File: src/rtl/sdc_config.svh
`ifndef SDC_CONFIG_SVH
`define SDC_CONFIG_SVH

////////////////////
// bus widths
////////////////////

`define SDC_ADDR_W          16
`define SDC_DATA_W          8

////////////////////
// sector buffer
////////////////////

`define SDC_SECTOR_BYTES    512
`define SDC_BUF_ADDR_W      9

////////////////////
// cartridge address map
////////////////////

`define SDC_SDATA_BASE      16'h7C00    // sector data window, 512 bytes
`define SDC_ENABLE_ADDR     16'h7E00    // bit 0 opens the register window
`define SDC_CMD_ADDR        16'h7E01
`define SDC_STATUS_ADDR     16'h7E02
`define SDC_SADDR_ADDR      16'h7E03    // first of four sector bytes, lsb first
`define SDC_CTYPE_ADDR      16'h7E0F
`define SDC_END_ADDR        16'h7EFF    // last byte of the register window

////////////////////
// pin scanner
////////////////////

// states per scan round of the mp pins
`define SDC_SCAN_LEN        7

`endif

File: src/rtl/sdc_pkg.sv
`include "sdc_config.svh"

package sdc_pkg;

    typedef logic [`SDC_ADDR_W-1:0]     bus_addr_t;
    typedef logic [`SDC_DATA_W-1:0]     bus_data_t;
    typedef logic [`SDC_BUF_ADDR_W-1:0] buf_addr_t;
    typedef logic [31:0]                sector_t;   // sd block number

    // card type codes 0 to 3 for unknown sdv1 sdv2 sdhc
    typedef logic [1:0] card_type_t;

    // flag layout of the command byte
    typedef struct packed {
        logic       init;       // bit 7
        logic [4:0] rsvd;
        logic       wstart;     // bit 1
        logic       rstart;     // bit 0
    } sdc_cmd_flags_t;

    // command register byte seen as cpu data or as flags
    typedef union packed {
        bus_data_t      raw;
        sdc_cmd_flags_t flags;
    } sdc_cmd_u;

endpackage

File: src/rtl/cart_data_port.sv
module cart_data_port
    import sdc_pkg::*;
(
    input  logic      clk108_w,
    input  logic      ram_enabled_w,
    input  logic      sltsl_n_f,
    input  logic      rd_n_f,
    input  logic      buf_busreq,
    input  bus_data_t buf_data,
    input  logic      reg_busreq,
    input  bus_data_t reg_data,
    output bus_data_t cd_out,
    output logic      datadir
);

    ////////////////////
    // output byte
    ////////////////////

    always_ff @(posedge clk108_w or negedge ram_enabled_w) begin
        if (!ram_enabled_w) begin
            cd_out <= '1;           // idle bus value
        end else begin
            if (reg_busreq)
                cd_out <= reg_data;
            else if (buf_busreq)
                cd_out <= buf_data;
        end
    end

    // low turns the pad buffer toward the cpu
    assign datadir = !(!sltsl_n_f && !rd_n_f);

    // windows of the buffer and the registers never overlap
    a_one_source: assert property (@(posedge clk108_w) disable iff (!ram_enabled_w)
        !(buf_busreq && reg_busreq));

endmodule

File: config.mk
export PLATFORM = sky130hd
export DESIGN_NAME = cart_data_port
export DESIGN_NICKNAME = d
export VERILOG_FILES = /design/src/rtl/sdc_pkg.sv /design/src/rtl/cart_data_port.sv
export VERILOG_INCLUDE_DIRS = /design/src /design/src/rtl
export SDC_FILE = /design/constraint.sdc
export NUM_CORES = 1
export LEC_CHECK = 0
export BUFFER_PORTS_ARGS = -buffer_cell sky130_fd_sc_hd__buf_2
export CORE_AREA = 10 10 47 49
export DETAILED_ROUTE_END_ITERATION = 16
export DIE_AREA = 0 0 57 59
export SLEW_MARGIN = 20
export SYNTH_ARGS = -nofsm -noshare
export SYNTH_HDL_FRONTEND = slang
export SYNTH_SLANG_ARGS = --single-unit
File: constraint.sdc
create_clock -name clk108_w -period 1.1 [get_ports clk108_w]
set_clock_uncertainty 0.1 [all_clocks]
set_input_delay 0.22 -clock clk108_w [delete_from_list [all_inputs] [get_ports clk108_w]]
set_output_delay 0.22 -clock clk108_w [all_outputs]
set_load 0.01 [all_outputs]
# Yosys cells after proc, flatten, opt, wreduce, memory -nomap -nowiden
# Cells that the tools add are included.
# op_classes
reduce_logical	5
mux	2
# ops
op	count
$mux 8	2
$logic_not 1->1	3
$reduce_bool 2->1	1
$logic_and 1x1->1	1
# word_totals
in_bits	22
register_bits	8
elab_cells	8
output_inout_bits	9

# Depth between registers and ports, before layout
# logic_depth
word_depth	3
ltp_mapped	3
depth_no_buf	2

# Worst setup path after synthesis
# Ideal clock, no wire load.
# synth_timing
path_type	reg2reg
startpoint	reg cd_out[0] (netlist name)
endpoint	reg cd_out[0]
arrival_ps	699
n_path_buf	0
setup_ps	72
path_stages_with_launch	3
required_ps	928
period_less_slack_ps	871
path_slack_ps	229
path_cell_list	dfstp_2 -> mux2i_1 -> o21ai_1
# synth_lines
element	line	source
end signal, assigned	cart_data_port.sv:25	cd_out <= reg_data;
end signal, assigned	cart_data_port.sv:27	cd_out <= buf_data;
end, declared	cart_data_port.sv:12	output bus_data_t cd_out,

# Final worst setup path
# layout_timing
startpoint	reg cd_out[2]
endpoint	out cd_out[2]
# No word-level cell between the ends.

==> metrics.md <==
| Metric | Value |
|---|---|
| Core Region | roughly 1400 sq um |
| Max-slew violations | 0 |
| Initial Util | about 28% |
| Slowest-stage cell, CP | dfstp_2 |
| LEAKAGE | approximately 0.32 nW |
| Die Y | 59 microns |
| Most flops, register | cd_out |
| Post-synthesis cell type count | 6 |
| CP Max Fanout | 2 |
| Number of global-route vias before repair | between 400 and 500 |
| Layout cells sized above 1 | 63.24% |
| Power per cell area | 1218 nW/um^2 |
| Rows | 14 |
| CTS tree | done |
| Maxcap violations | 0 |
| Critical Path AT | between 0.8 and 0.9 ns |
| Period utilization | 110.3% |
| Fin nets | 92 |
| Final design utilization | 44.73% |
| Mean Syn Cell Area | around 11 sq um |
| Yosys reg bits | 8 |
| Worst slew pin tran | between 0.2 and 0.25 ns |
| Total gr overflow | 0 |
| Vias per cell | between 4 and 5 |
| Failing checks | setup timing |
| Switching Share | 24.40% |
| Clock Sink Count | 8 |
| Gpl congestion | a little under 0.6 |
| Critical-path cell list | buf_6 |
| H-Tree Depth | 1 |
| Clock transition at path regs | approximately 0.06 ns |
| Startpoint Class | flop |
| Worst R2R Setup Slack | 0.14 ns |
| Synth area leader | dfstp_2 |
| Post-Route WL | 1.122 mm |
| Largest regs | cd_out: 8 flops |
| Worst-Skew Late Latency | around 0.25 ns |
| Drt first pass iters | 2 |
| Internal power | between 0.5 and 0.6 mW |
| GRT Overall Usage | 6.922% |
| Die footprint | about 3400 sq um |
| Post-Place Setup Slack | roughly 0.053 ns |
| Largest net degree at the start of global routing | 17 |
| Largest register FFs | 8 |
| Seq pwr share | between 40% and 50% |
| Final Hold Viols | 0 |
| Clock power share | around 29% |
| RSZ-0062 raised after global routing | true |
| Worst setup margin | -0.1132 ns |
| Tot Pwr | approximately 0.76 mW |
| Synth top area share | 54.02% |
| Initial antenna violation count | 0 |
| Slew margin rel. | 83.67% |
| Die Wd | ~57 microns |
| Status | finished, violations left |
| Syn. warnings | 0 |
| Synth Net Count | between 50 and 60 |
| Final Critical Period | roughly 1.2 ns |
| DRC marker count from the first detailed-route iteration | 2 |
| Family with the most delay on the worst path | flip-flops |
| Number of buffers created by CTS | 3 |
| CP Buf/Inv Count | 1 |
| Synth top area cells | dfstp_2, mux2i_1, o21ai_1 |
| Combinational share of power | around a quarter |
| Max incr delay on CP | around 0.54 ns |
| Maximum clock rate | between 0.8 and 0.9 GHz |
| # diodes | 0 |
| Number of port buffers | 30 |
| Worst EP required | 0.78 ns |
| P_sw | between 0.15 and 0.2 mW |
| Area growth from synthesis to layout | 61.09% |
| Syn Inst Count | 35 |
| Worst setup EP type | primary output |
| Non-Filler Instances | 84 |
| Vias | ~360 |
| Root Buffer | clkbuf_4 |
| Sequential cell area fraction in the yosys report | 54.02% |
| Synthesized cell area | approximately 400 sq um |
| DR WL/cell | 13.36 microns |
| # DRC | 0 |
| Peak supply drop | ~0.57 mV |
| CTS max path bufs | 2 |
| Hold WS | 0.06230 ns |
| First-pass GRT wire length | between 1.5 and 2 mm |
| Count of final setup violators | 8 |
| # placed instances | 79 |
| CP Class | flop to primary output |
| HP Class | primary input to flop |
| # IOs | 31 |
| ANT nets after route | 0 |
[synth_stat cells, drive strengths merged]
cell type  count
dfstp          8
buf            2
mux2i          8
nand2          8
o21ai          8
or2            1
[kinds of logic after synthesis]
kind of cell | synth area share [%]
buffers and inverters | 5.787
AO/OA/AOI/OAI | 10.29
multiplexers | 20.58
flip-flops | 54.02
AND/OR/NAND/NOR | 9.326
[layout make-up]
cell class              instances  area, sq um
clock buffers                   3        22.52
repair buffers                 32        217.7
flip-flops and latches          8        210.2
fillers                       151        774.5
multi-input cells              25        156.4
well taps                      16        20.02
[what timing repair did]
action | 4_1_cts | 5_1_grt
hold buffers | 1 | 0
resized for setup | 8 | 0
buffers inserted | 0 | 1
hold endpoints to repair | 8 | 0
setup endpoints to repair | 8 | 8
[metal layers]
layer  GRT usage (%)  up-vias  part of all wire, %
met1           7.879      150                   43
met3           4.077        0                   12
met4           3.020        0                    0
met2           10.23       23                   45
li1                -      188                    -
met5               0        -                    0
[final timing paths]
kind,startpoint,to,cells past startpoint
min in group asynchronous,ram_enabled_w,cd_out[2],2
min,reg_data[6],cd_out[6],3
max,cd_out[2],cd_out[2],1
min reg2reg,cd_out[7],cd_out[7],2
max in group asynchronous,ram_enabled_w,cd_out[7],2
max reg2reg,cd_out[3],cd_out[3],3
[power by group through the flow]
stage          Combinational (mW)  Sequential, mW  Clock (mW)
3_5_place_dp                0.150           0.358           0
2_1_floorplan              0.0594           0.375           0
5_1_grt                     0.205           0.367       0.253
3_3_place_gp                0.146           0.358           0
6_report                    0.183           0.363       0.218
4_1_cts                     0.182           0.363       0.236
[placed cells by master (no fill, tap or decap)]
cell / netlist / final
mux2i_1: 8 / 8
o21ai_1: 8 / 8
dlygate4sd3_1: 0 / 1
dfstp_2: 8 / 8
buf_2: 0 / 22
buf_4: 0 / 1
buf_6: 2 / 8
nand2_1: 8 / 8
or2_2: 1 / 1
clkbuf_4: 0 / 3
[stage by stage]
step	area (sq um)	setup TNS, ns
floorplan	389.1	0
global route	626.9	-1.080
CTS	619.3	-0.9303
finish	626.9	-0.7959
detailed placement	536.8	0
global placement	536.8	0
Note: power is estimated with default switching activity, not from simulation.
