File: config.mk
export PLATFORM = sky130hd
export DESIGN_NAME = msx_bus_sampler
export DESIGN_NICKNAME = d
export VERILOG_FILES = /design/src/rtl/sdc_pkg.sv /design/src/rtl/msx_bus_sampler.sv
export VERILOG_INCLUDE_DIRS = /design/src /design/src/rtl
export SDC_FILE = /design/constraint.sdc
export NUM_CORES = 1
export LEC_CHECK = 0
export BUFFER_PORTS_ARGS = -buffer_cell sky130_fd_sc_hd__buf_2
export CAP_MARGIN = 0
export CORE_MARGIN = 4
export CORE_UTILIZATION = 40
export DETAILED_ROUTE_END_ITERATION = 8
export PLACE_DENSITY_LB_ADDON = 0.2
export SLEW_MARGIN = 10
export SYNTH_ARGS = -nofsm -noshare
export SYNTH_HDL_FRONTEND = slang
export SYNTH_SLANG_ARGS = --single-unit
File: constraint.sdc
create_clock -name clk108_w -period 3 [get_ports clk108_w]
set_clock_uncertainty 0.05 [all_clocks]
set_input_delay 0.6 -clock clk108_w [delete_from_list [all_inputs] [get_ports clk108_w]]
set_output_delay 0.6 -clock clk108_w [all_outputs]
set_load 0.01 [all_outputs]
File: src/rtl/sdc_config.svh
`ifndef SDC_CONFIG_SVH
`define SDC_CONFIG_SVH

////////////////////
// bus widths
////////////////////

`define SDC_ADDR_W          16
`define SDC_DATA_W          8

////////////////////
// sector buffer
////////////////////

`define SDC_SECTOR_BYTES    512
`define SDC_BUF_ADDR_W      9

////////////////////
// cartridge address map
////////////////////

`define SDC_SDATA_BASE      16'h7C00    // sector data window, 512 bytes
`define SDC_ENABLE_ADDR     16'h7E00    // bit 0 opens the register window
`define SDC_CMD_ADDR        16'h7E01
`define SDC_STATUS_ADDR     16'h7E02
`define SDC_SADDR_ADDR      16'h7E03    // first of four sector bytes, lsb first
`define SDC_CTYPE_ADDR      16'h7E0F
`define SDC_END_ADDR        16'h7EFF    // last byte of the register window

////////////////////
// pin scanner
////////////////////

// states per scan round of the mp pins
`define SDC_SCAN_LEN        7

`endif

File: src/rtl/sdc_pkg.sv
`include "sdc_config.svh"

package sdc_pkg;

    typedef logic [`SDC_ADDR_W-1:0]     bus_addr_t;
    typedef logic [`SDC_DATA_W-1:0]     bus_data_t;
    typedef logic [`SDC_BUF_ADDR_W-1:0] buf_addr_t;
    typedef logic [31:0]                sector_t;   // sd block number

    // card type codes 0 to 3 for unknown sdv1 sdv2 sdhc
    typedef logic [1:0] card_type_t;

    // flag layout of the command byte
    typedef struct packed {
        logic       init;       // bit 7
        logic [4:0] rsvd;
        logic       wstart;     // bit 1
        logic       rstart;     // bit 0
    } sdc_cmd_flags_t;

    // command register byte seen as cpu data or as flags
    typedef union packed {
        bus_data_t      raw;
        sdc_cmd_flags_t flags;
    } sdc_cmd_u;

endpackage

File: src/rtl/msx_bus_sampler.sv
`include "sdc_config.svh"

module msx_bus_sampler
    import sdc_pkg::*;
(
    input  logic       clk108_w,
    input  logic       ram_enabled_w,
    input  bus_data_t  mp,
    input  logic       rd_n,
    input  logic       wr_n,
    input  logic       sltsl_n,
    output logic [2:0] msel_n,
    output bus_addr_t  addr,
    output logic       merq_n,
    output logic       iorq_n,
    output logic       m1_n,
    output logic       rd_n_f,
    output logic       wr_n_f,
    output logic       sltsl_n_f
);

    localparam int SCAN_W = $clog2(`SDC_SCAN_LEN);
    localparam logic [SCAN_W-1:0] SCAN_LAST = SCAN_W'(`SDC_SCAN_LEN - 1);

    logic [SCAN_W-1:0] scan_st;
    logic [SCAN_W-1:0] scan_nxt;
    logic              lo_en;
    logic              hi_en;
    logic              ctl_en;
    bus_data_t         addr_lo;
    bus_data_t         addr_hi;
    logic [2:0]        strobe_meta;     // {sltsl, wr, rd}
    logic [2:0]        strobe_sync;

    // pin group driven onto mp for a scan state
    function automatic logic [2:0] phase_msel(input logic [SCAN_W-1:0] st);
        case (st)
            0, 1:    return 3'b110;     // a0..a7
            2, 3:    return 3'b101;     // a8..a15
            4, 5:    return 3'b011;     // merq iorq m1 and friends
            default: return 3'b111;     // idle slot
        endcase
    endfunction

    ////////////////////
    // scan sequencer
    ////////////////////

    assign scan_nxt = (scan_st == SCAN_LAST) ? '0 : scan_st + 1'b1;

    always_ff @(posedge clk108_w or negedge ram_enabled_w) begin
        if (!ram_enabled_w) begin
            scan_st <= SCAN_LAST;       // next edge starts a round
            msel_n  <= 3'b111;
        end else begin
            scan_st <= scan_nxt;
            msel_n  <= phase_msel(scan_nxt);
        end
    end

    // mux settles in the first cycle and is sampled at the end of the second
    assign lo_en  = (scan_st == SCAN_W'(1));
    assign hi_en  = (scan_st == SCAN_W'(3));
    assign ctl_en = (scan_st == SCAN_W'(5));

    ////////////////////
    // address capture
    ////////////////////

    always_ff @(posedge clk108_w) begin
        if (lo_en)
            addr_lo <= mp;
        if (hi_en)
            addr_hi <= mp;
        if (ctl_en)
            addr <= {addr_hi, addr_lo};     // commit with the strobes below
    end

    always_ff @(posedge clk108_w or negedge ram_enabled_w) begin
        if (!ram_enabled_w) begin
            merq_n <= 1'b1;
            iorq_n <= 1'b1;
            m1_n   <= 1'b1;
        end else if (ctl_en) begin
            merq_n <= mp[0];
            iorq_n <= mp[1];
            m1_n   <= mp[7];
        end
    end

    ////////////////////
    // direct strobes
    ////////////////////

    // two flops against the async cpu edge
    always_ff @(posedge clk108_w or negedge ram_enabled_w) begin
        if (!ram_enabled_w) begin
            strobe_meta <= 3'b111;
            strobe_sync <= 3'b111;
        end else begin
            strobe_meta <= {sltsl_n, wr_n, rd_n};
            strobe_sync <= strobe_meta;
        end
    end

    assign rd_n_f    = strobe_sync[0];
    assign wr_n_f    = strobe_sync[1];
    assign sltsl_n_f = strobe_sync[2];

endmodule

[Word level (Yosys, flattened, before mapping)]
Index checks and enable logic that the tools add are counted.
Word-level totals
  word-level logic and storage cells: 26
  register bits after elaboration: 47
  input port bits: 13
  output and inout port bits: 25
Cells by class
  mux-type cells: 2
  eq/ne operators: 9
  reduce and logical (&&, ||, !) cells: 4
  add/sub/neg operators: 1
Operators by type and width (count)
  3-bit equality test (second input constant): 4
  3-bit by 2-bit equality test with 1-bit output (second input constant): 3
  3-bit one-hot mux with 3 select lines: 1
  3-bit by 1-bit equality test with 1-bit output (second input constant): 2
  2-bit OR reduction: 3
  3-bit by 1-bit adder with 3-bit output (second input constant): 1
  3-bit logical NOT: 1
  3-bit two-way mux: 1

[Logic depth before layout (Yosys ltp)]
  depth after elaboration: 5
  mapped depth: 4
  depth with buffers taken out: 4

[Worst setup path before layout]
No wires, ideal clock.
  path type: register to register
  start point: register scan_st[1]
  end point: register msel_n[2]
  slack: 1539 ps
  arrival time: 1323 ps
  stages on the path, launching flop included: 4
  required time: 2862 ps
  library setup time: 88 ps
  period minus slack after synthesis: 1461 ps
  buffers on the path: 0
  cells stage by stage: dfstp_2 > and2_2 > ha_1 > or3_1
Between the ends
  cells in the longest elaborated chain, start to end: 5
  elaborated cells between the ends (all ways): 13
  classes of those cells: add/sub (1); eq/ne (6); mux (2); reduce/logical (4)
RTL lines
  from (decl): RTL line msx_bus_sampler.sv:25  | logic [SCAN_W-1:0] scan_st;
  from (signal assigned): RTL line msx_bus_sampler.sv:56  | scan_st <= scan_nxt;
  3-bit by 1-bit adder with 3-bit output / 3-bit equality test (equally long branches): RTL line msx_bus_sampler.sv:49  | assign scan_nxt = (scan_st == SCAN_LAST) ? '0 : scan_st + 1'b1;
  3-bit two-way mux (*): RTL line msx_bus_sampler.sv:49
  3-bit equality test (tied with other cells): RTL line msx_bus_sampler.sv:37  | case (st)
  2-bit OR reduction: RTL line msx_bus_sampler.sv:37
  3-bit one-hot mux with 3 select lines (*): RTL line msx_bus_sampler.sv:37
  to (signal assigned): RTL line msx_bus_sampler.sv:57  | msel_n <= phase_msel(scan_nxt);
  to (decl): RTL line msx_bus_sampler.sv:12  | output logic [2:0] msel_n,
Every way passes the cells marked *; elsewhere a longest branch is shown, timed or not.
A chain may end at the register's enable or synchronous reset.

[Worst setup path in the final report]
  start point: register iorq_n
  end point: output port iorq_n
RTL lines
  from (decl): RTL line msx_bus_sampler.sv:15  | output logic iorq_n,
  from (signal assigned): RTL line msx_bus_sampler.sv:86  | iorq_n <= mp[1];
No word-level cell between the ends.

==> impl_metrics.env <==
export IMPL_post_route_min_period_ns=1.61
export IMPL_tritoncts="built"
export IMPL_place_congestion=0.769
export IMPL_core_area_mm2=0.00366
export IMPL_die_area_mm2=0.00486
export IMPL_reg2reg_depth=2
export IMPL_dp_hpwl_mm=1.49
export IMPL_n_fill_cell=303
export IMPL_cts_setup_buffers=0
export IMPL_drc=0
export IMPL_drive_above_1_share=0.580
export IMPL_syn_inst=67
export IMPL_htree_levels=2
export IMPL_worst_ep_required_time_ns=2.35
export IMPL_start_kind="register"
export IMPL_synth_distinct_cells=18
export IMPL_vias_per_cell=4.35
export IMPL_antenna_found_initial=0
export IMPL_syn_area_mm2=0.00152
export IMPL_routed_wl_mm=2.08
export IMPL_wire_per_inst_um=13.0
export IMPL_first_pass_iters=4
export IMPL_grt_pass1_wl_mm=3.39
export IMPL_ys_seq_elements=47
export IMPL_path_cells="buf_2"
export IMPL_cts_made_buffers=5
export IMPL_placed_area_mm2=0.00177
export IMPL_ys_flop_type="edfxtp_1"
export IMPL_synth_seq_area_share=0.889
export IMPL_crit_slowest_cell="dfstp_2"
export IMPL_setup_slack_ns=1.39
export IMPL_start_util=0.416
export IMPL_synthArstFlopShare=0.319
export IMPL_hp_class="primary input to asynchronous set/reset pin"
export IMPL_leakagePower_nw=0.773
export IMPL_ir_worst_vdd_uv=363
export IMPL_clk_latency_ns=0.30
export IMPL_clockBufferDepth=2
export IMPL_diodes=0
export IMPL_hold_viol=0
export IMPL_yosysTopAreaCellShare=0.631
export IMPL_rows=22
export IMPL_avgSynthCellArea_um2=22.7
export IMPL_power_density_mw_per_mm2=624
export IMPL_cts_reportedPaths_clkPinSlew_ns=0.08
export IMPL_postCtsHoldBufs=0
export IMPL_cp_max_fo=2
export IMPL_preCtsSetupSlack_ns=1.39
export IMPL_slew_headroom=0.530
export IMPL_timing_fmax_mhz=622
export IMPL_drt_iter0_drc=42
export IMPL_vias=696
export IMPL_grt_pass1_vias=711
export IMPL_yosys_area_top_type="edfxtp_1"
export IMPL_synth_commonest_cells="32 x edfxtp_1, 14 x dfstp_2, 3 x mux2_4"
export IMPL_ios=38
export IMPL_fin_crit_sh=0.536
export IMPL_die_y_um=69.7
export IMPL_critPathCaptureType="primary output"
export IMPL_reg2reg_to="addr[12]"
export IMPL_worst_pin_slew_ns=0.702
export IMPL_synthToLayoutAreaGrowth_pct=23.5
export IMPL_timing_rr_start="scan_st[2]"
export IMPL_path_class="register to primary output"
export IMPL_rsz0062_at_grt="no"
export IMPL_die_width_um=69.7
export IMPL_overflow=0
export IMPL_arrival_ns=0.96
export IMPL_portBuffers=37
export IMPL_yosys_warnings=0
export IMPL_drv_slew=0
export IMPL_grt_max_degree=17
export IMPL_crit_buf_inv=1
export IMPL_status="finished, final reports clean"
export IMPL_layout_nets=125
export IMPL_slowest_delay_ns=0.54
export IMPL_path_delay_family="flip-flops"
export IMPL_synth_nets=81
export IMPL_synth_edf_count=32
export IMPL_cts_sinks=47
export IMPL_regArea_mm2=0.00135
export IMPL_cts_root_buf="clkbuf_8"
export IMPL_setup_violations=0
export IMPL_design_area_mm2=0.00188
export IMPL_ff2ff_setup_slack_ns=1.40
export IMPL_ys_top_cells_by_area="edfxtp_1 63%, dfstp_2 24%, mux2_4 3.0%, dfrtp_1 1.6%, nand3b_4 1.3%"
export IMPL_cts_resized=0
export IMPL_yosysMostFrequentCell="edfxtp_1"
export IMPL_multiInputGateArea_um2=161
export IMPL_setup_tns_ns=0
export IMPL_ant_nets=0
export IMPL_drv_cap=0
export IMPL_track_usage=0.0944
registers in the layout, summed over array words and instances, names as in the netlist:
register	cells
addr	16
addr_hi	8
addr_lo	8
msel_n	3
scan_st	3
strobe_meta	3
strobe_sync	3
iorq_n	1
m1_n	1
merq_n	1
stage by stage:
stage          hold slack (ns)  power, mW  utilization  std cells
3_5_place_dp             0.298      0.740        0.483        152
3_3_place_gp             0.298      0.739        0.483        152
5_1_grt                  0.127       1.23        0.514        160
4_1_cts                  0.131       1.18        0.514        160
2_1_floorplan            0.254      0.722            -         67
6_report                 0.129       1.17        0.514        160
routing by layer:
metal / track usage / wire length (um) / share of wire / up-vias
li1: - / - / - / 334
met1: 0.107 / 843 / 0.41 / 329
met2: 0.137 / 1000 / 0.48 / 30
met3: 0.0638 / 198 / 0.095 / 3
met4: 0.0447 / 36 / 0.017 / 0
met5: 0 / 0 / 0 / -
worst max path at each step:
stage               start   endpoint  slack [ns]  depth (start not counted)
6_report           iorq_n     iorq_n        1.39                          1
3_5_place_dp   scan_st[2]   addr[10]        1.39                          2
2_1_floorplan  scan_st[1]  msel_n[2]        1.54                          3
5_1_grt        scan_st[2]    addr[4]        1.32                          2
4_1_cts            merq_n     merq_n        1.37                          1
3_3_place_gp   scan_st[2]    addr[4]        1.42                          2
final cells by class:
type | count | share of cell area
clock buffers | 5 | 0.0366
clock inverters | 3 | 0.0233
inverters | 2 | 0.00399
multi-input cells | 18 | 0.0858
flip-flops and latches | 47 | 0.720
well taps | 48 | 0.0319
repair buffers | 37 | 0.0985
cell usage in the layout, fill, tap and decap left out:
master	count
a21oi_1	2
nand2b_1	1
nand3b_4	1
ha_1	1
nor3b_1	1
or3_1	1
dfstp_2	14
and2_2	1
or2_2	1
buf_2	37
clkinv_2	1
clkbuf_8	5
a2bb2oi_1	1
o21ai_0	1
inv_1	2
mux2i_1	1
edfxtp_1	32
dfrtp_1	1
nor2_1	1
mux2_4	3
nor2b_1	2
clkinv_4	1
bufinv_16	1
worst register-to-register path: stages, from the launching register on:
cell and delay, ns:
dfstp_2 0.61, nand3b_4 0.13, inv_1 0.44
cells by family (layout without fill, tap and decap cells):
family                     Yosys count  count (layout)  synth area share
AOI/OAI and AO/OA                    4               4            0.0156
adders and majority gates            1               1           0.00822
buffers and inverters                2              47           0.00493
DFF                                 47              47             0.889
muxes                                4               4            0.0362
and+or+nand+nor                      9               9            0.0460
power breakdown:
group / internal [mW] / switching (mW)
Sequential: 0.701 / 0.00221
Combinational: 0.0110 / 0.0118
Clock: 0.248 / 0.201
Total: 0.959 / 0.215
(Power assumes the default switching activity.)
