$ cat src/rtl/sdc_config.svh
`ifndef SDC_CONFIG_SVH
`define SDC_CONFIG_SVH

////////////////////
// bus widths
////////////////////

`define SDC_ADDR_W          16
`define SDC_DATA_W          8

////////////////////
// sector buffer
////////////////////

`define SDC_SECTOR_BYTES    512
`define SDC_BUF_ADDR_W      9

////////////////////
// cartridge address map
////////////////////

`define SDC_SDATA_BASE      16'h7C00    // sector data window, 512 bytes
`define SDC_ENABLE_ADDR     16'h7E00    // bit 0 opens the register window
`define SDC_CMD_ADDR        16'h7E01
`define SDC_STATUS_ADDR     16'h7E02
`define SDC_SADDR_ADDR      16'h7E03    // first of four sector bytes, lsb first
`define SDC_CTYPE_ADDR      16'h7E0F
`define SDC_END_ADDR        16'h7EFF    // last byte of the register window

////////////////////
// pin scanner
////////////////////

// states per scan round of the mp pins
`define SDC_SCAN_LEN        7

`endif

$ cat src/rtl/sdc_pkg.sv
`include "sdc_config.svh"

package sdc_pkg;

    typedef logic [`SDC_ADDR_W-1:0]     bus_addr_t;
    typedef logic [`SDC_DATA_W-1:0]     bus_data_t;
    typedef logic [`SDC_BUF_ADDR_W-1:0] buf_addr_t;
    typedef logic [31:0]                sector_t;   // sd block number

    // card type codes 0 to 3 for unknown sdv1 sdv2 sdhc
    typedef logic [1:0] card_type_t;

    // flag layout of the command byte
    typedef struct packed {
        logic       init;       // bit 7
        logic [4:0] rsvd;
        logic       wstart;     // bit 1
        logic       rstart;     // bit 0
    } sdc_cmd_flags_t;

    // command register byte seen as cpu data or as flags
    typedef union packed {
        bus_data_t      raw;
        sdc_cmd_flags_t flags;
    } sdc_cmd_u;

endpackage

$ cat src/rtl/sdc_registers.sv
`include "sdc_config.svh"

module sdc_registers
    import sdc_pkg::*;
(
    input  logic       clk108_w,
    input  logic       ram_enabled_w,
    input  bus_addr_t  addr,
    input  bus_data_t  cd_in,
    input  logic       merq_n,
    input  logic       iorq_n,
    input  logic       m1_n,
    input  logic       rd_n_f,
    input  logic       wr_n_f,
    input  logic       sltsl_n_f,
    output logic       sd_en,
    output logic       sd_rstart,
    output logic       sd_wstart,
    output logic       sd_init,
    output sector_t    sd_sector,
    input  logic       sd_busy,
    input  logic       sd_done,
    input  logic       sd_crc_error,
    input  logic       sd_timeout_error,
    input  card_type_t sd_card_type,
    output logic       reg_busreq,
    output bus_data_t  reg_data
);

    logic     en_wr;
    logic     reg_sel;
    logic     reg_wr;
    sdc_cmd_u cmd_wr;

    ////////////////////
    // decode
    ////////////////////

    // enable byte is writable even while the window is closed
    assign en_wr = !sltsl_n_f && iorq_n && m1_n && !wr_n_f
                 && (addr == `SDC_ENABLE_ADDR);

    assign reg_sel = !sltsl_n_f && !merq_n && iorq_n && m1_n && sd_en
                   && (addr >= `SDC_ENABLE_ADDR) && (addr <= `SDC_END_ADDR);

    assign reg_wr     = reg_sel && !wr_n_f;
    assign reg_busreq = reg_sel && !rd_n_f;

    assign cmd_wr.raw = cd_in;

    ////////////////////
    // control registers
    ////////////////////

    always_ff @(posedge clk108_w or negedge ram_enabled_w) begin
        if (!ram_enabled_w) begin
            sd_en     <= 1'b0;
            sd_rstart <= 1'b0;
            sd_wstart <= 1'b0;
            sd_init   <= 1'b0;
            sd_sector <= '0;
        end else begin
            if (en_wr)
                sd_en <= cd_in[0];

            if (sd_done) begin      // engine finished the transfer
                sd_rstart <= 1'b0;
                sd_wstart <= 1'b0;
            end

            // held cpu write repeats harmlessly
            if (reg_wr) begin
                case (addr)
                    `SDC_CMD_ADDR: begin
                        sd_rstart <= sd_rstart | cmd_wr.flags.rstart;
                        sd_wstart <= sd_wstart | cmd_wr.flags.wstart;
                        sd_init   <= sd_init   | cmd_wr.flags.init;    // sticky
                    end
                    `SDC_SADDR_ADDR:          sd_sector[7:0]   <= cd_in;
                    `SDC_SADDR_ADDR + 16'd1:  sd_sector[15:8]  <= cd_in;
                    `SDC_SADDR_ADDR + 16'd2:  sd_sector[23:16] <= cd_in;
                    `SDC_SADDR_ADDR + 16'd3:  sd_sector[31:24] <= cd_in;
                    default: ;
                endcase
            end
        end
    end

    ////////////////////
    // read mux
    ////////////////////

    always_ff @(posedge clk108_w) begin
        if (reg_busreq) begin
            case (addr)
                `SDC_ENABLE_ADDR: reg_data <= {7'b0, sd_en};
                `SDC_STATUS_ADDR: reg_data <= {sd_busy, 5'b0, sd_timeout_error, sd_crc_error};
                `SDC_CTYPE_ADDR:  reg_data <= {6'b0, sd_card_type};
                default:          reg_data <= '1;   // write-only and unused bytes
            endcase
        end
    end

    // a done pulse only answers a pending command
    a_done_needs_start: assert property (@(posedge clk108_w) disable iff (!ram_enabled_w)
        sd_done |-> (sd_rstart || sd_wstart));

endmodule

$ cat config.mk
export PLATFORM = sky130hd
export DESIGN_NAME = sdc_registers
export DESIGN_NICKNAME = d
export VERILOG_FILES = /design/src/rtl/sdc_pkg.sv /design/src/rtl/sdc_registers.sv
export VERILOG_INCLUDE_DIRS = /design/src /design/src/rtl
export SDC_FILE = /design/constraint.sdc
export NUM_CORES = 1
export LEC_CHECK = 0
export ABC_AREA = 1
export ABC_CLOCK_PERIOD_IN_PS = 1600
export BUFFER_PORTS_ARGS = -buffer_cell sky130_fd_sc_hd__buf_2
export CORE_AREA = 4 4 73 75
export DETAILED_ROUTE_END_ITERATION = 12
export DIE_AREA = 0 0 77 79
export HOLD_SLACK_MARGIN = 0.1
export MAX_ROUTING_LAYER = met4
export PLACE_DENSITY_LB_ADDON = 0.12
export SKIP_LAST_GASP = 1
export SYNTH_ARGS = -nofsm -noshare
export SYNTH_HDL_FRONTEND = slang
export SYNTH_SLANG_ARGS = --single-unit
$ cat constraint.sdc
create_clock -name clk108_w -period 1.6 [get_ports clk108_w]
set_input_delay 0.4 -clock clk108_w [delete_from_list [all_inputs] [get_ports clk108_w]]
set_output_delay 0.4 -clock clk108_w [all_outputs]
set_load 0.02 [all_outputs]
[After elaboration in Yosys (flattened, before gate mapping)]
Index checks and enable logic that the tools add are counted.
Cells by class
  reduce and logical (&&, ||, !) cells: 21
  $add $sub $neg: 0
  order comparisons: 2
  muxes and demuxes: 7
  shift operators: 0
  equality and inequality tests: 8
  bitwise gates (word level): 3
  multipliers: 0
  div/mod/pow operators: 0
Operator list (count)
  == test 16 x 15 -> 1 bit (second input constant): 8
  case mux 8 bit (3 select lines): 1
  >= comparator 16 x 15 -> 1 bit (second input constant): 1
  less-or-equal comparator 16 x 15 -> 1 bit (second input constant): 1
  logical AND 1 bit: 12
  AND reduction 2 bit: 5
  two-way mux 1 bit: 6
  logical NOT 1 bit: 4
  bitwise OR 1 bit: 3
Storage, ports and cells
  flip-flop bits (word level): 44
  output and inout bits: 45
  logic and storage cells: 50
  RAM bits: 0
  bits of input ports: 38
  bits in latches: 0
  memories: 0
  ROM bits: 0

[Longest topological paths before layout]
  depth after elaboration: 9
  gate-level depth with buffers: 10
  mapped depth without buffers: 10

[Worst setup path before layout]
OpenSTA, ideal clock, no wires.
  path type: register to output
  start point: reg sd_en
  end point: out reg_busreq
  required time: 1.200 ns
  path buffers: 0
  stages on the path, launching flop included: 6
  slack: -0.135 ns
  arrival time: 1.335 ns
  path through: dfrtp_1 > inv_1 > nor2_1 > and2_1 > nand3_2 > nor2_1
Between the ends
  longest elaborated chain between the ends: 4
Ends and longest elaborated chain
  start, declared: RTL line sdc_registers.sv:16  | output logic sd_en,
  start signal, assigned: RTL line sdc_registers.sv:64  | sd_en <= cd_in[0];
  logical AND 1 bit (3 in series): RTL line sdc_registers.sv:43  | assign reg_sel = !sltsl_n_f && !merq_n && iorq_n && m1_n && sd_en
  logical AND 1 bit: RTL line sdc_registers.sv:47  | assign reg_busreq = reg_sel && !rd_n_f;
  end, declared: RTL line sdc_registers.sv:26  | output logic reg_busreq,
No other way between the ends.

[Worst setup path in the final report]
Ends and elaborated chain as after synthesis.

==> impl_metrics.prom <==
# TYPE chip_impl_metric gauge
chip_impl_info{name="status",value="finished, violations left"} 1
chip_impl_info{name="violations",value="negative setup slack"} 1
chip_impl_metric{name="synthesis.nets",unit=""} 323
chip_impl_metric{name="multi_input_gate_area",unit="µm²"} 930
chip_impl_metric{name="via_count",unit=""} 2104
chip_impl_metric{name="wl_per_cell",unit="µm"} 12.5
chip_impl_metric{name="power_leakage",unit="µW"} 0.00150
chip_impl_metric{name="layout-drive-gt1-share",unit=""} 0.341
chip_impl_metric{name="syn_to_final_growth",unit="%"} 32.5
chip_impl_metric{name="standard_cell_row_count",unit=""} 25
chip_impl_metric{name="finalWirelength",unit="µm"} 5560
chip_impl_metric{name="post-route-period-util",unit=""} 1.05
chip_impl_metric{name="place_hpwl",unit="µm"} 4020
chip_impl_metric{name="number_of_buffers_inserted_by_hold_repair_at_cts",unit=""} 0
chip_impl_metric{name="drtIter0Drc",unit=""} 67
chip_impl_info{name="globalRoute.busiestLayer",value="met2"} 1
chip_impl_metric{name="layout.cell_area.non_filler",unit="µm²"} 2950
chip_impl_metric{name="crit_required",unit="ns"} 1.20
chip_impl_metric{name="cellPowerDensity",unit="nW/µm²"} 622
chip_impl_metric{name="met2_usage",unit=""} 0.327
chip_impl_metric{name="ff2ff_path_depth",unit=""} 8
chip_impl_metric{name="clk_path_buf_depth",unit=""} 2
chip_impl_metric{name="ir_drop",unit="mV"} 0.465
chip_impl_metric{name="synth-edff-count",unit=""} 4
chip_impl_metric{name="x_dimension_of_the_die",unit="µm"} 77
chip_impl_info{name="rsz_0062_raised_after_global_routing",value="yes"} 1
chip_impl_metric{name="grt_first_pass_wirelength",unit="µm"} 9140
chip_impl_info{name="synth.top_cells.by_area",value="sky130_fd_sc_hd__dfrtp_1 41%, sky130_fd_sc_hd__o21bai_1 11%, sky130_fd_sc_hd__nand3_1 9.7%"} 1
chip_impl_metric{name="totalNegativeSetupSlack",unit="ns"} -0.0769
chip_impl_metric{name="yosys_register_bits",unit=""} 40
chip_impl_info{name="yosys.area.top_type",value="sky130_fd_sc_hd__dfrtp_1"} 1
chip_impl_metric{name="floorplan.initialDensity",unit=""} 0.477
chip_impl_metric{name="seq_area_frac_synth",unit=""} 0.459
chip_impl_metric{name="first_global_vias",unit=""} 2028
chip_impl_metric{name="achievable-frequency",unit="MHz"} 596
chip_impl_metric{name="layout_setup_ws",unit="ns"} -0.0769
chip_impl_metric{name="ant_nets",unit=""} 0
chip_impl_metric{name="clk_transition_reported_paths",unit="ns"} 0.08
chip_impl_metric{name="post_dp_cell_area",unit="µm²"} 2800
chip_impl_metric{name="antenna-diode-count",unit=""} 0
chip_impl_metric{name="dp_worst_setup_slack",unit="ns"} -0.0614
chip_impl_info{name="category_of_the_worst_setup_path_launch_point",value="register"} 1
chip_impl_info{name="synth_most_common_cell",value="sky130_fd_sc_hd__nand2_1"} 1
chip_impl_metric{name="setup_viol",unit=""} 1
chip_impl_metric{name="cp.arrival",unit="ns"} 1.28
chip_impl_metric{name="maxCapViolations",unit=""} 0
chip_impl_metric{name="fill_cells",unit=""} 429
chip_impl_metric{name="timing_worst_slew_pin_value",unit="ns"} 0.454
chip_impl_metric{name="netlist_instances",unit=""} 285
chip_impl_info{name="worstSetupEndpointType",value="primary output"} 1
chip_impl_metric{name="dieArea",unit="µm²"} 6080
chip_impl_metric{name="drt-pass1-iter-count",unit=""} 4
chip_impl_metric{name="fin_skew",unit="ns"} 0.00751
chip_impl_metric{name="core_area",unit="µm²"} 4660
chip_impl_metric{name="pin_count",unit=""} 83
chip_impl_info{name="postSynth.topFlopCell",value="sky130_fd_sc_hd__dfrtp_1"} 1
chip_impl_metric{name="finalWorstPathRequiredPeriod",unit="ns"} 1.68
chip_impl_metric{name="die_y",unit="µm"} 79
chip_impl_info{name="cts-root-buf",value="sky130_fd_sc_hd__clkbuf_8"} 1
chip_impl_metric{name="via_per_inst",unit=""} 4.74
chip_impl_metric{name="async_reset_ff_frac",unit=""} 0.900
chip_impl_info{name="cp-startpoint",value="sd_en$_DFFE_PN0P_"} 1
chip_impl_metric{name="ctsHtreeMaxLevel",unit=""} 2
chip_impl_metric{name="syn-mean-instance-area",unit="µm²"} 7.80
chip_impl_metric{name="fin_nets",unit=""} 427
chip_impl_metric{name="post_synth_instance_area",unit="µm²"} 2220
chip_impl_metric{name="seq_area",unit="µm²"} 1020
chip_impl_metric{name="crit_fanout",unit=""} 2
chip_impl_info{name="min-delay-path-class",value="in2async"} 1
chip_impl_metric{name="numCtsBuffers",unit=""} 5
chip_impl_info{name="clock_tree_from_tritoncts",value="done"} 1
chip_impl_metric{name="gp_congestion",unit=""} 0.854
chip_impl_metric{name="clk_latency",unit="ns"} 0.29
chip_impl_metric{name="grt_max_degree",unit=""} 37
chip_impl_metric{name="area_share_of_the_largest_cell_type_after_synthesis",unit=""} 0.405
chip_impl_metric{name="remaining_design_rule_violation_count",unit=""} 0
chip_impl_metric{name="grt_use_met3",unit=""} 0.0363
chip_impl_metric{name="global_route.usage.met1",unit=""} 0.240
chip_impl_metric{name="place.port_buffers",unit=""} 82
chip_impl_metric{name="initial_antenna_violation_count",unit=""} 0
chip_impl_metric{name="yosys.cell_types.count",unit=""} 22
chip_impl_metric{name="max_slew_margin",unit=""} 0.697
chip_impl_metric{name="clkSinkCount",unit=""} 40
chip_impl_info{name="worstSetupPathType",value="reg2out"} 1
chip_impl_info{name="synth.cells.most_frequent",value="57 x sky130_fd_sc_hd__nand2_1, 50 x sky130_fd_sc_hd__inv_1, 43 x sky130_fd_sc_hd__nand3_1"} 1
chip_impl_metric{name="totalPowerFinal",unit="µW"} 1830
chip_impl_metric{name="timing.final.hold_violations",unit=""} 0
chip_impl_metric{name="grt.total_usage",unit=""} 0.191
chip_impl_metric{name="synth_warnings",unit=""} 0
chip_impl_metric{name="gr-total-overflow",unit=""} 0
chip_impl_metric{name="report.final.slew_viol_count",unit=""} 0
chip_impl_info{name="timing.rr.start",value="sd_en$_DFFE_PN0P_"} 1
registers in the layout, indices dropped and copies added (netlist names):
| signal | flops |
|---|---|
| sd_rstart | 1 |
| sd_en | 1 |
| sd_init | 1 |
| sd_sector | 32 |
| sd_wstart | 1 |
| reg_data | 4 |
per-layer routing:
layer  wire, µm  up-vias
met5          0        -
met4         31        0
met3        314        4
met2       2750       63
met1       2460      935
li1           -     1102
power by group:
| part | internal (µW) | switching, µW | total [µW] |
|---|---|---|---|
| clock network | 304 | 362 | 665 |
| logic | 57.4 | 84.9 | 142 |
| registers | 1020 | 0.108 | 1020 |
| total | 1380 | 446 | 1830 |
layout by cell type (no fill, tap or decap):
cell type	synthesis	final
sky130_fd_sc_hd__buf_2	3	81
sky130_fd_sc_hd__nand2_1	57	57
sky130_fd_sc_hd__inv_1	50	49
sky130_fd_sc_hd__nand3_1	43	43
sky130_fd_sc_hd__dfrtp_1	36	36
sky130_fd_sc_hd__o21bai_1	32	32
sky130_fd_sc_hd__nor2_1	27	26
sky130_fd_sc_hd__buf_4	4	23
sky130_fd_sc_hd__nand2_2	6	6
sky130_fd_sc_hd__inv_2	4	5
sky130_fd_sc_hd__clkbuf_8	0	5
sky130_fd_sc_hd__edfxtp_1	4	4
sky130_fd_sc_hd__nor2_4	2	3
sky130_fd_sc_hd__o21ai_0	3	3
sky130_fd_sc_hd__nand4_1	3	3
sky130_fd_sc_hd__clkinv_1	2	2
sky130_fd_sc_hd__clkinv_2	0	2
sky130_fd_sc_hd__buf_12	0	2
sky130_fd_sc_hd__nor2_2	1	1
sky130_fd_sc_hd__o211ai_1	1	1
sky130_fd_sc_hd__and2_4	0	1
sky130_fd_sc_hd__nand3_4	0	1
sky130_fd_sc_hd__nand4_2	1	1
sky130_fd_sc_hd__a21oi_1	1	1
sky130_fd_sc_hd__clkinv_4	0	1
sky130_fd_sc_hd__buf_6	3	1
cell type report:
type                    count  area share
flip-flops and latches     40       0.347
clock inverters             3     0.00637
repair buffers            107       0.214
well taps                  54      0.0229
multi-input cells         179       0.316
clock buffers               5      0.0234
inverters                  56      0.0714
final timing paths:
kind | endpoint | slack [ns]
min in group clk108_w | sd_rstart$_DFF_PN0_ | 0.38
setup reg to reg | reg_data[6]$_DFFE_PP_ | 0.14
max in group asynchronous | sd_sector[8]$_DFFE_PN0P_ | 1.14
hold / removal | sd_sector[28]$_DFFE_PN0P_ | 0.13
setup / recovery | reg_busreq | -0.08
hold reg to reg | sd_init$_DFFE_PN0P_ | 0.46
critical path, stage by stage, from the launching register on:
cell,delay (ns)
sky130_fd_sc_hd__dfrtp_1,0.37
sky130_fd_sc_hd__inv_2,0.04
sky130_fd_sc_hd__nor2_1,0.09
sky130_fd_sc_hd__and2_4,0.17
sky130_fd_sc_hd__nand3_4,0.08
sky130_fd_sc_hd__nor2_4,0.11
sky130_fd_sc_hd__buf_6,0.12
cell families after synthesis:
| kind of cell | share of synthesized area |
|---|---|
| AOI/OAI and AO/OA | 0.120 |
| buffers and inverters | 0.130 |
| and+or+nand+nor | 0.290 |
| DFF | 0.459 |
stage by stage:
step	hold slack (ns)	instances	utilization
6_report	0.133	444	0.632
5_1_grt	0.174	444	0.632
4_1_cts	0.144	442	0.629
3_5_place_dp	0.448	431	0.601
3_3_place_gp	0.444	431	0.601
2_1_floorplan	0.104	285	-
timing repair:
action	4_1_cts	5_1_grt
gates resized for setup	5	1
setup buffers	3	2
endpoints found under the setup margin	1	1
pin swaps	2	2
Power figures use the tool's default switching activity.
